[src/memif_pkg.sv]
//**********************************************************************
// Shared widths, CPU register map and AXI burst constants for the
// memory interface. Import it into the modules that use it.
//**********************************************************************
`default_nettype none

package memif_pkg;

  // vector types
  typedef logic [31:0] u32_t;       // bus addr/data, offsets, cache words
  typedef logic [63:0] u64_t;       // one axi beat, one stored line word
  typedef logic [39:0] axi_addr_t;  // axi read address

  // control block on the cpu bus
  localparam u32_t       REG_BLOCK = 32'hffff0180;
  localparam u32_t       REG_MASK  = 32'hffffffe0;  // 32 byte block match
  localparam logic [2:0] REG_CTRL  = 3'd0;          // clear request lives here
  localparam logic [2:0] REG_BASE  = 3'd1;          // base added to offsets
  localparam int         CLR_BIT   = 24;            // lane 3, lowest bit

  // burst geometry
  localparam int         BEAT_BYTES = 8;
  localparam int         BURST_LEN  = 4;            // beats per line
  localparam int         LINE_BYTES = 32;
  localparam logic [7:0] ARLEN_VAL  = 8'(BURST_LEN - 1);

  // burst reader fsm
  typedef enum logic [1:0] {
    bs_idle,   // waiting for a fill request
    bs_addr,   // arvalid up, waiting for arready
    bs_data    // taking beats until rlast
  } burst_state_t;

  // cache fsm
  typedef enum logic [1:0] {
    cs_idle,   // no request
    cs_lookup, // tag compare on the latched offset
    cs_fill    // line fill in flight
  } cache_state_t;

endpackage

`default_nettype wire

[src/memif_fill_if.sv]
//**********************************************************************
// Line fill channel between the read cache and the AXI burst reader.
// The cache takes modport cache, the reader takes modport reader.
//**********************************************************************
`timescale 1ns/1ps
`default_nettype none

interface memif_fill_if
  import memif_pkg::*;
  ();

  logic      req;         // one cycle strobe, reader must be idle
  axi_addr_t line_adr;    // held from req until the last beat
  logic      beat_valid;  // no back-pressure, every beat is taken
  u64_t      beat_data;   // beats come in address order
  logic      beat_last;

  modport cache (
    output req, line_adr,
    input  beat_valid, beat_data, beat_last
  );

  modport reader (
    input  req, line_adr,
    output beat_valid, beat_data, beat_last
  );

endinterface

`default_nettype wire

[src/axi_burst_reader.sv]
//**********************************************************************
// AXI read master. Each fill request becomes one INCR burst of 8 byte
// beats, the accepted beats go back to the cache one per cycle.
//**********************************************************************
`timescale 1ns/1ps
`default_nettype none

module axi_burst_reader
  import memif_pkg::*;
(
  input  wire         cclk,
  input  wire         reset,

  memif_fill_if.reader fill,

  output axi_addr_t   araddr,   // ar channel
  output logic [7:0]  arlen,
  output logic        arvalid,
  input  wire         arready,

  input  wire u64_t   rdata,    // r channel
  input  wire         rlast,
  input  wire         rvalid,
  output logic        rready
);

  burst_state_t state;
  logic         take;           // beat accepted this cycle

  assign arlen   = ARLEN_VAL;   // fixed line length
  assign arvalid = (state == bs_addr);
  assign rready  = (state == bs_data);
  assign take    = rready && rvalid;

  always_ff @(posedge cclk) begin
    if (reset) begin
      state <= bs_idle;
    end else begin
      case (state)
        bs_idle: begin
          if (fill.req) state <= bs_addr;
        end
        bs_addr: begin
          if (arready) state <= bs_data;   // address taken
        end
        bs_data: begin
          if (take && rlast) state <= bs_idle;
        end
        default: state <= bs_idle;
      endcase
    end
  end

  // latch the line address with the request
  always_ff @(posedge cclk) begin
    if (state == bs_idle && fill.req) araddr <= fill.line_adr;
  end

  // beats forwarded one cycle late
  always_ff @(posedge cclk) begin
    if (reset) begin
      fill.beat_valid <= 1'b0;
      fill.beat_last  <= 1'b0;
    end else begin
      fill.beat_valid <= take;
      fill.beat_last  <= take && rlast;
    end
  end

  always_ff @(posedge cclk) begin
    if (take) fill.beat_data <= rdata;
  end

endmodule

`default_nettype wire

[src/memif_regs.sv]
//**********************************************************************
// CPU bus decode of the 32 byte control block. Holds the base register,
// pulses the cache clear and returns registered readback with rdy.
//**********************************************************************
`timescale 1ns/1ps
`default_nettype none

module memif_regs
  import memif_pkg::*;
(
  input  wire        cclk,
  input  wire        reset,

  input  wire u32_t  adr,   // cpu bus
  input  wire [3:0]  we,    // byte lane enables
  input  wire        re,
  input  wire u32_t  dw,
  output u32_t       dr,
  output logic       rdy,

  output u32_t       base,  // to the cache
  output logic       clr    // one cycle clear strobe
);

  logic       cs;    // block select
  logic [2:0] sel;   // register within the block

  assign cs  = (adr & REG_MASK) == REG_BLOCK;
  assign sel = adr[4:2];

  // clear bit only counts when lane 3 is written
  assign clr = cs && (sel == REG_CTRL) && we[3] && dw[CLR_BIT];

  // base register, byte lanes written separately
  always_ff @(posedge cclk) begin
    if (reset) begin
      base <= '0;
    end else if (cs && (sel == REG_BASE)) begin
      for (int i = 0; i < 4; i++) begin
        if (we[i]) base[8*i +: 8] <= dw[8*i +: 8];  // lane i only
      end
    end
  end

  // rdy follows any access by one cycle
  always_ff @(posedge cclk) begin
    if (reset) begin
      rdy <= 1'b0;
    end else begin
      rdy <= re | (|we);  // writes are acked too
    end
  end

  // readback data, only base is visible
  always_ff @(posedge cclk) begin
    if (re && cs && (sel == REG_BASE)) begin
      dr <= base;
    end else begin
      dr <= '0;         // ctrl and outside block read zero
    end
  end

endmodule

`default_nettype wire

[src/rd_cache.sv]
//**********************************************************************
// Direct mapped read cache of NK lines of 32 bytes. Hits answer one
// cycle after c_re, misses fill the line over the fill channel first.
//**********************************************************************
`timescale 1ns/1ps
`default_nettype none

module rd_cache
  import memif_pkg::*;
#(
  parameter int NK = 8              // lines, power of two
) (
  input  wire        cclk,
  input  wire        reset,

  input  wire u32_t  c_adr,         // byte offset from base
  input  wire        c_re,
  output logic       c_rdy,
  output u32_t       c_dr,

  input  wire u32_t  base,
  input  wire        clr,           // drop every line

  memif_fill_if.cache fill
);

  localparam int BEAT_LSB = $clog2(BEAT_BYTES);  // 3
  localparam int LINE_LSB = $clog2(LINE_BYTES);  // 5
  localparam int BCNT_W   = $clog2(BURST_LEN);   // beat index bits
  localparam int IDX_W    = $clog2(NK);
  localparam int TAG_W    = 32 - LINE_LSB - IDX_W;

  cache_state_t      state;
  u32_t              r_adr;         // latched request offset
  logic [BCNT_W-1:0] beat_cnt;      // next beat slot in the fill
  logic              clr_seen;      // clear hit while filling
  logic              fill_done;     // one cycle after beat_last

  logic [NK-1:0]     valid;
  logic [TAG_W-1:0]  tag_mem  [NK];
  u64_t              data_mem [NK][BURST_LEN];

  logic [IDX_W-1:0]  r_idx;
  logic [TAG_W-1:0]  r_tag;
  logic [BCNT_W-1:0] r_beat;
  u64_t              rd_beat;
  logic              hit;
  logic              hit_rdy;
  logic              accept;        // take a new c_re this cycle
  logic              last_beat;

  // split the latched offset
  assign r_idx  = r_adr[LINE_LSB +: IDX_W];
  assign r_tag  = r_adr[31 -: TAG_W];
  assign r_beat = r_adr[BEAT_LSB +: BCNT_W];

  assign hit     = valid[r_idx] && (tag_mem[r_idx] == r_tag);
  assign hit_rdy = (state == cs_lookup) && hit;
  assign accept  = c_re && ((state == cs_idle) || hit_rdy);

  assign last_beat = (state == cs_fill) && fill.beat_valid && fill.beat_last;

  // word select, low half holds the lower address
  assign rd_beat = data_mem[r_idx][r_beat];
  assign c_dr    = r_adr[BEAT_LSB-1] ? rd_beat[63:32] : rd_beat[31:0];
  assign c_rdy   = hit_rdy | fill_done;

  always_ff @(posedge cclk) begin
    if (accept) r_adr <= c_adr;
  end

  // main fsm
  always_ff @(posedge cclk) begin
    if (reset) begin
      state     <= cs_idle;
      fill.req  <= 1'b0;
      fill_done <= 1'b0;
      clr_seen  <= 1'b0;
      beat_cnt  <= '0;
    end else begin
      fill.req  <= 1'b0;            // strobe
      fill_done <= 1'b0;
      case (state)
        cs_idle: begin
          if (c_re) state <= cs_lookup;
        end
        cs_lookup: begin
          if (!hit) begin           // miss, start the fill
            fill.req <= 1'b1;
            beat_cnt <= '0;
            clr_seen <= 1'b0;
            state    <= cs_fill;
          end else if (!c_re) begin
            state <= cs_idle;       // back to back hits stay here
          end
        end
        cs_fill: begin
          if (clr) clr_seen <= 1'b1;
          if (fill.beat_valid) begin
            beat_cnt <= beat_cnt + 1'b1;
            if (fill.beat_last) begin
              fill_done <= 1'b1;    // c_rdy next cycle
              state     <= cs_idle;
            end
          end
        end
        default: state <= cs_idle;
      endcase
    end
  end

  // fill address, base plus line aligned offset
  always_ff @(posedge cclk) begin
    if (state == cs_lookup && !hit) begin
      fill.line_adr <= axi_addr_t'(base + {r_adr[31:LINE_LSB], {LINE_LSB{1'b0}}});
    end
  end

  // line storage
  always_ff @(posedge cclk) begin
    if (state == cs_fill && fill.beat_valid) begin
      data_mem[r_idx][beat_cnt] <= fill.beat_data;
    end
    if (last_beat) tag_mem[r_idx] <= r_tag;
  end

  // valid bits, a clear during the fill keeps that line invalid
  always_ff @(posedge cclk) begin
    if (reset) begin
      valid <= '0;
    end else if (clr) begin
      valid <= '0;
    end else if (last_beat && !clr_seen) begin
      valid[r_idx] <= 1'b1;
    end
  end

endmodule

`default_nettype wire

[src/tfacc_memif.sv]
//**********************************************************************
// Memory interface top. Wires the register decode, the read cache and
// the AXI burst reader to the CPU bus, cache port and AXI read ports.
//**********************************************************************
`timescale 1ns/1ps
`default_nettype none

module tfacc_memif
  import memif_pkg::*;
#(
  parameter int NK = 8            // cache lines
) (
  input  wire         cclk,
  input  wire         reset,

  input  wire u32_t   adr,        // cpu bus
  input  wire [3:0]   we,
  input  wire         re,
  input  wire u32_t   dw,
  output u32_t        dr,
  output logic        rdy,

  input  wire u32_t   c_adr,      // accelerator read port
  input  wire         c_re,
  output logic        c_rdy,
  output u32_t        c_dr,

  output axi_addr_t   araddr,     // axi read channel
  output logic [7:0]  arlen,
  output logic        arvalid,
  input  wire         arready,
  input  wire u64_t   rdata,
  input  wire         rlast,
  input  wire         rvalid,
  output logic        rready
);

  u32_t base;   // request base address
  logic clr;    // cache clear strobe

  memif_fill_if u_fill ();

  memif_regs u_regs (
    .cclk  (cclk),
    .reset (reset),
    .adr   (adr),
    .we    (we),
    .re    (re),
    .dw    (dw),
    .dr    (dr),
    .rdy   (rdy),
    .base  (base),
    .clr   (clr)
  );

  rd_cache #(
    .NK (NK)
  ) u_cache (
    .cclk  (cclk),
    .reset (reset),
    .c_adr (c_adr),
    .c_re  (c_re),
    .c_rdy (c_rdy),
    .c_dr  (c_dr),
    .base  (base),
    .clr   (clr),
    .fill  (u_fill.cache)
  );

  axi_burst_reader u_reader (
    .cclk    (cclk),
    .reset   (reset),
    .fill    (u_fill.reader),
    .araddr  (araddr),
    .arlen   (arlen),
    .arvalid (arvalid),
    .arready (arready),
    .rdata   (rdata),
    .rlast   (rlast),
    .rvalid  (rvalid),
    .rready  (rready)
  );

endmodule

`default_nettype wire

[config.mk]
export PLATFORM = sky130hd
export DESIGN_NAME = tfacc_memif
export DESIGN_NICKNAME = d
export VERILOG_FILES = /design/src/memif_pkg.sv /design/src/memif_fill_if.sv /design/src/axi_burst_reader.sv /design/src/memif_regs.sv /design/src/rd_cache.sv /design/src/tfacc_memif.sv
export SDC_FILE = /design/constraint.sdc
export NUM_CORES = 2
export LEC_CHECK = 0
export ABC_AREA = 0
export CAP_MARGIN = 20
export CORE_MARGIN = 10
export CORE_UTILIZATION = 63
export DETAILED_ROUTE_END_ITERATION = 16
export DONT_BUFFER_PORTS = 1
export PLACE_DENSITY_LB_ADDON = 0.05
export SETUP_SLACK_MARGIN = 0.3
export SKIP_LAST_GASP = 1
export SYNTH_ARGS = -nofsm -noshare
export SYNTH_HDL_FRONTEND = slang
export SYNTH_SLANG_ARGS = --single-unit
[constraint.sdc]
create_clock -name cclk -period 5.2 [get_ports cclk]
set_clock_uncertainty 0.15 [all_clocks]
set_input_delay 0.26 -clock cclk [delete_from_list [all_inputs] [get_ports cclk]]
set_output_delay 0.26 -clock cclk [all_outputs]
set_load 0.01 [all_outputs]
-- Word level (Yosys, flattened, before mapping)
Memories as Yosys holds them, arrays and structs flattened. A register that Yosys moved wholly into a read port is not among the register bits.
Index checks and enable logic that the tools add are counted.
- bits in registers: 260
- memory bits (writable): 2240
- bits of input ports: 171
- output and inout port bits: 116
- memories: 2
- add/sub/neg operators: 2
- order comparisons: 5
- eq/ne operators: 16
- multiplexer cells: 34
- bitwise logic cells: 8
- reduce and logical (&&, ||, !) cells: 37
- memories (memory ; depth ; width ; read ports ; clocked after Yosys merged registers in ; wr ports ; line ; text):
    u_cache.data_mem ; 8 ; 256 ; 1 ; 1 ; 1 ; rd_cache.sv:41 ; u64_t data_mem [NK][BURST_LEN];
    u_cache.tag_mem ; 8 ; 24 ; 1 ; 1 ; 1 ; rd_cache.sv:40 ; logic [TAG_W-1:0] tag_mem [NK];
- operators by type and width (cell ; number):
    $mux 256 ; 1
    $mux 64 ; 3
    $bmux 64 s2 ; 1
    $demux 64 s2 ; 1
    $add 32x32->33 ; 1
    $mux 32 ; 1
    $eq 27x27->1 const B ; 1
    $eq 24x24->1 ; 1
    $mux 2 ; 10
    $logic_and 1x1->1 ; 18
    $pmux 2 s3 ; 2
    $ne 2x2->1 const B ; 5
    $mux 1 ; 9
    $reduce_and 3->1 ; 3
    $or 8x8->8 ; 1
    $reduce_and 2->1 ; 4
    $ge 3x3->1 const B ; 2
    $mux 3 ; 2
    $ne 2x1->1 const B ; 3
    $not 2->3 ; 2
    $eq 2x1->1 const B ; 2
    $eq 2x2->1 const B ; 2
    $logic_not 2->1 ; 2
    $lt 3x4->1 const B ; 1
    19 further kinds ; 24

-- Logic depth before layout (Yosys ltp)
- depth after elaboration: 7
- depth in mapped cells: 11
- gate-level depth less buffers: 10

-- Modules after synthesis
Synthesis repeated with hierarchy kept, for this count alone.
- cell total of the unflattened synthesis: 3939
- area, all modules: 94903.5 um^2
- modules (own cells, without submodules) (module ; times used ; cells each ; area each (um^2) ; sequential area each (um^2)):
    rd_cache ; 1 ; 3585 ; 89042.9 ; 69516.7
    axi_burst_reader ; 1 ; 129 ; 3367.0 ; 3203.1
    memif_regs ; 1 ; 225 ; 2493.6 ; 1301.2

-- Worst setup path before layout
OpenSTA, ideal clock, no wires.
- kind: register to register
- from: reg u_cache.r_adr[6]
- to: mem u_cache.data_mem[3][0] (netlist name), enable pin
- setup time: 0.487 ns
- arrival: 3.913 ns
- slack: 0.651 ns
- stages on the path, launching flop included: 6
- buffers on the path: 2
- period minus slack after synthesis: 4.549 ns
- path through: edfxtp_1 clkbuf_1 inv_1 or3_1 clkbuf_1 nor2_1
- RTL lines (item ; line ; text):
    start, declared ; rd_cache.sv:34 ; u32_t r_adr;
    start signal, assigned ; rd_cache.sv:69 ; if (accept) r_adr <= c_adr;
    end, declared ; rd_cache.sv:41 ;
Straight into the memory's write port.

==> out/metrics.cfg <==
[cts]
clk_pin_slew_ns=0.06
cts_buffer_depth=3
cts_buffers=233
cts_tree=done
cts_root_buffer=clkbuf_16
cts_sinks=2487
clk-insertion-delay-late_ns=0.86
h-tree-depth=4

[critical_path]
crit_type=reg -> out
startpoint_type=flip-flop
crit_buf_inv=2
critical-path-max-stage-delay_ns=0.68
critPathRequiredTime_ns=4.79
crit_chain=buf_4, buf_16, mux4_2, mux4_2, mux2i_1, o21ai_0
reg2reg_depth=10
crit_family=multiplexers
critPathCaptureType=primary output
cp_common_cell=mux4_2
arrival_ns=4.38
critical_path_depth=6
path_max_fanout=160
slowest_stage=dfxtp_4

[worst_hold_path]
whs_path_depth=1
hold_path_class=in -> reg

[finish]
synthToLayoutAreaGrowth_pct=14.35
stdcell_area_mm2=0.1079
final_common_cell=edfxtp_1
final_util_pct=72.72
fin_cells=6600
finalNetCount=4596
drive_gt1_share_pct=26.07
layout_common_cells=edfxtp_1, mux4_2, dlygate4sd3_1

[die]
core_region_area_mm2=0.1484
ios=287
die_w_um=407.0
fp.dieH_um=407.0
initial_core_util_pct=63.60
die-area_mm2=0.1657
rows=141

[global_route]
antenna_found_initial=15
grt_pass1_wl_mm=331.0
gr-total-overflow=0
grt_max_degree=161
grt_use_total_pct=28.16
grt_pass1_vias=46166

[placement]
gp_congestion=0.8485
dp_cells=5877
dp_hpwl_mm=116.6
portBuffers=0
pre_cts_ws_ns=0.7944
dpl_cell_area_mm2=0.09757

[timing]
setup_violations=0
slew_viol_final=0
setup_slack_ns=0.4133
fin_worst_hold_slack_ns=0.06118
tightest_slew_ns=1.206
finalHoldViolCount=0
max_freq_mhz=208.9
period_needed_ns=4.787
fin_setup_tns_ns=0
min_period_over_period_pct=92.05
rsz0062_at_grt=yes
slew_headroom_pct=19.38

[synth]
synth_edf_count=2400
synthesis.yosys.warnings=0
postSynth.asyncResetShare_pct=0
synthDistinctLibCells=60
ys_ff_latch=2487
syn_area_mm2=0.09436
synth_flop_cell=edfxtp_1
avgSynthCellArea_um2=23.82
seq_area_frac_synth_pct=78.22
postSynthCellCount=3962

[route]
ant_nets=0
first_iter_violations=6057
vias_per_cell=6.755
drc=0
wl_mm=229.9
routedWlPerCell_um=34.83
drtPass1Iterations=5
vias=44581

[pwr]
p_leak_nw=34.29
ir_worst_vdd_v=0.0003473
total_power_mw=46.61
power.density_mw_per_mm2=432.0

[status]
status=finished, final reports clean

[job]
cap_violations=0

## final cells by class
type	count	area [µm²]
diodes	7	17.52
flip-flops and latches	2487	73820
repair buffers	380	4071
clock inverters	143	1182
multi-input cells	1271	19960
inverters	17	63.81
clock buffers	293	6280
fillers	8145	40470
well taps	2002	2505
## report_power, final
part | internal, mW | switching, mW | total [mW]
sequential | 22.2 | 0.452 | 22.6
combinational | 3.87 | 3.54 | 7.42
clock | 9.41 | 7.17 | 16.6
total | 35.5 | 11.2 | 46.6
## registers in the layout (all words and copies together) (netlist names), named ones only
| register | count |
|---|---|
| u_cache.fill.req | 1 |
| u_regs.rdy | 1 |
| u_cache.fill_done | 1 |
| u_reader.state | 2 |
| u_cache.fill.line_adr | 33 |
| u_reader.fill.beat_last | 1 |
| u_regs.dr | 32 |
| u_cache.data_mem | 2048 |
| u_reader.araddr | 33 |
| u_cache.state | 2 |
| u_cache.valid | 8 |
| u_reader.fill.beat_valid | 1 |
| u_cache.beat_cnt | 2 |
| u_reader.fill.beat_data | 64 |
| u_cache.tag_mem | 192 |
| u_regs.base | 32 |
| u_cache.r_adr | 30 |
| u_cache.clr_seen | 1 |
## worst paths after layout
kind                             from  slack, ns                          to
min reg2reg  u_cache.fill.line_adr[7]       0.27          u_reader.araddr[7]
min                          rdata[5]       0.06  u_reader.fill.beat_data[5]
max                         flip-flop       0.41                     c_dr[9]
max reg2reg                 flip-flop       0.56                   flip-flop
## routing by layer
layer | track usage, % | vias up | share of wire (%)
li1 | - | 17786 | -
met1 | 40.47 | 23845 | 38
met2 | 44.66 | 2598 | 49
met3 | 6.447 | 348 | 10
met4 | 7.059 | 4 | 2.3
met5 | 0 | - | 0.011
## cell families after synthesis
family | after synthesis | synth area share (%)
adders and majority gates | 35 | 0.4721
other | 2 | 0.007959
AOI/OAI and AO/OA | 114 | 0.8142
and+or+nand+nor | 278 | 1.424
xor gates and xnor gates | 36 | 0.3341
DFF | 2487 | 78.22
muxes | 793 | 17.72
buffers and inverters | 217 | 1.009
## worst register-to-register path: stages, from the launching register on
cell and delay (ns):
dfxtp_4 0.68, buf_4 0.40, mux4_2 0.53, mux2i_1 0.20, xnor2_1 0.11, nor4_1 0.37
nand3_1 0.21, nor4_4 0.44, o21a_4 0.52, mux2_1 0.37, dlygate4sd3_1 0.55
## cells in the mapped netlist (all sizes together), types with 7 or more instances
| cell | number | area share [%] |
|---|---|---|
| buf | 94 | 0.52 |
| nand2 | 34 | 0.14 |
| inv | 17 | 0.068 |
| nand3 | 24 | 0.13 |
| ha | 34 | 0.45 |
| a21oi | 30 | 0.16 |
| nor2 | 115 | 0.46 |
| and3 | 42 | 0.28 |
| or3 | 7 | 0.046 |
| o21ai | 17 | 0.090 |
| a21o | 8 | 0.064 |
| a22oi | 17 | 0.14 |
| mux2i | 86 | 0.91 |
| nor3 | 19 | 0.10 |
| edfxtp | 2400 | 76 |
| xnor2 | 30 | 0.28 |
| mux4 | 701 | 17 |
| dfxtp | 87 | 1.8 |
| clkbuf | 106 | 0.42 |
| a2111oi | 7 | 0.072 |
| nor4 | 8 | 0.069 |
## timing repair
action | CTS | global route
buffers inserted | 0 | 1
resized for setup | 4 | 3
setup endpoints to repair | 13 | 4
hold endpoints to repair | 246 | 0
gates cloned | 0 | 0
hold buffers | 279 | 0
No activity file was read; power rests on OpenSTA's default activity.
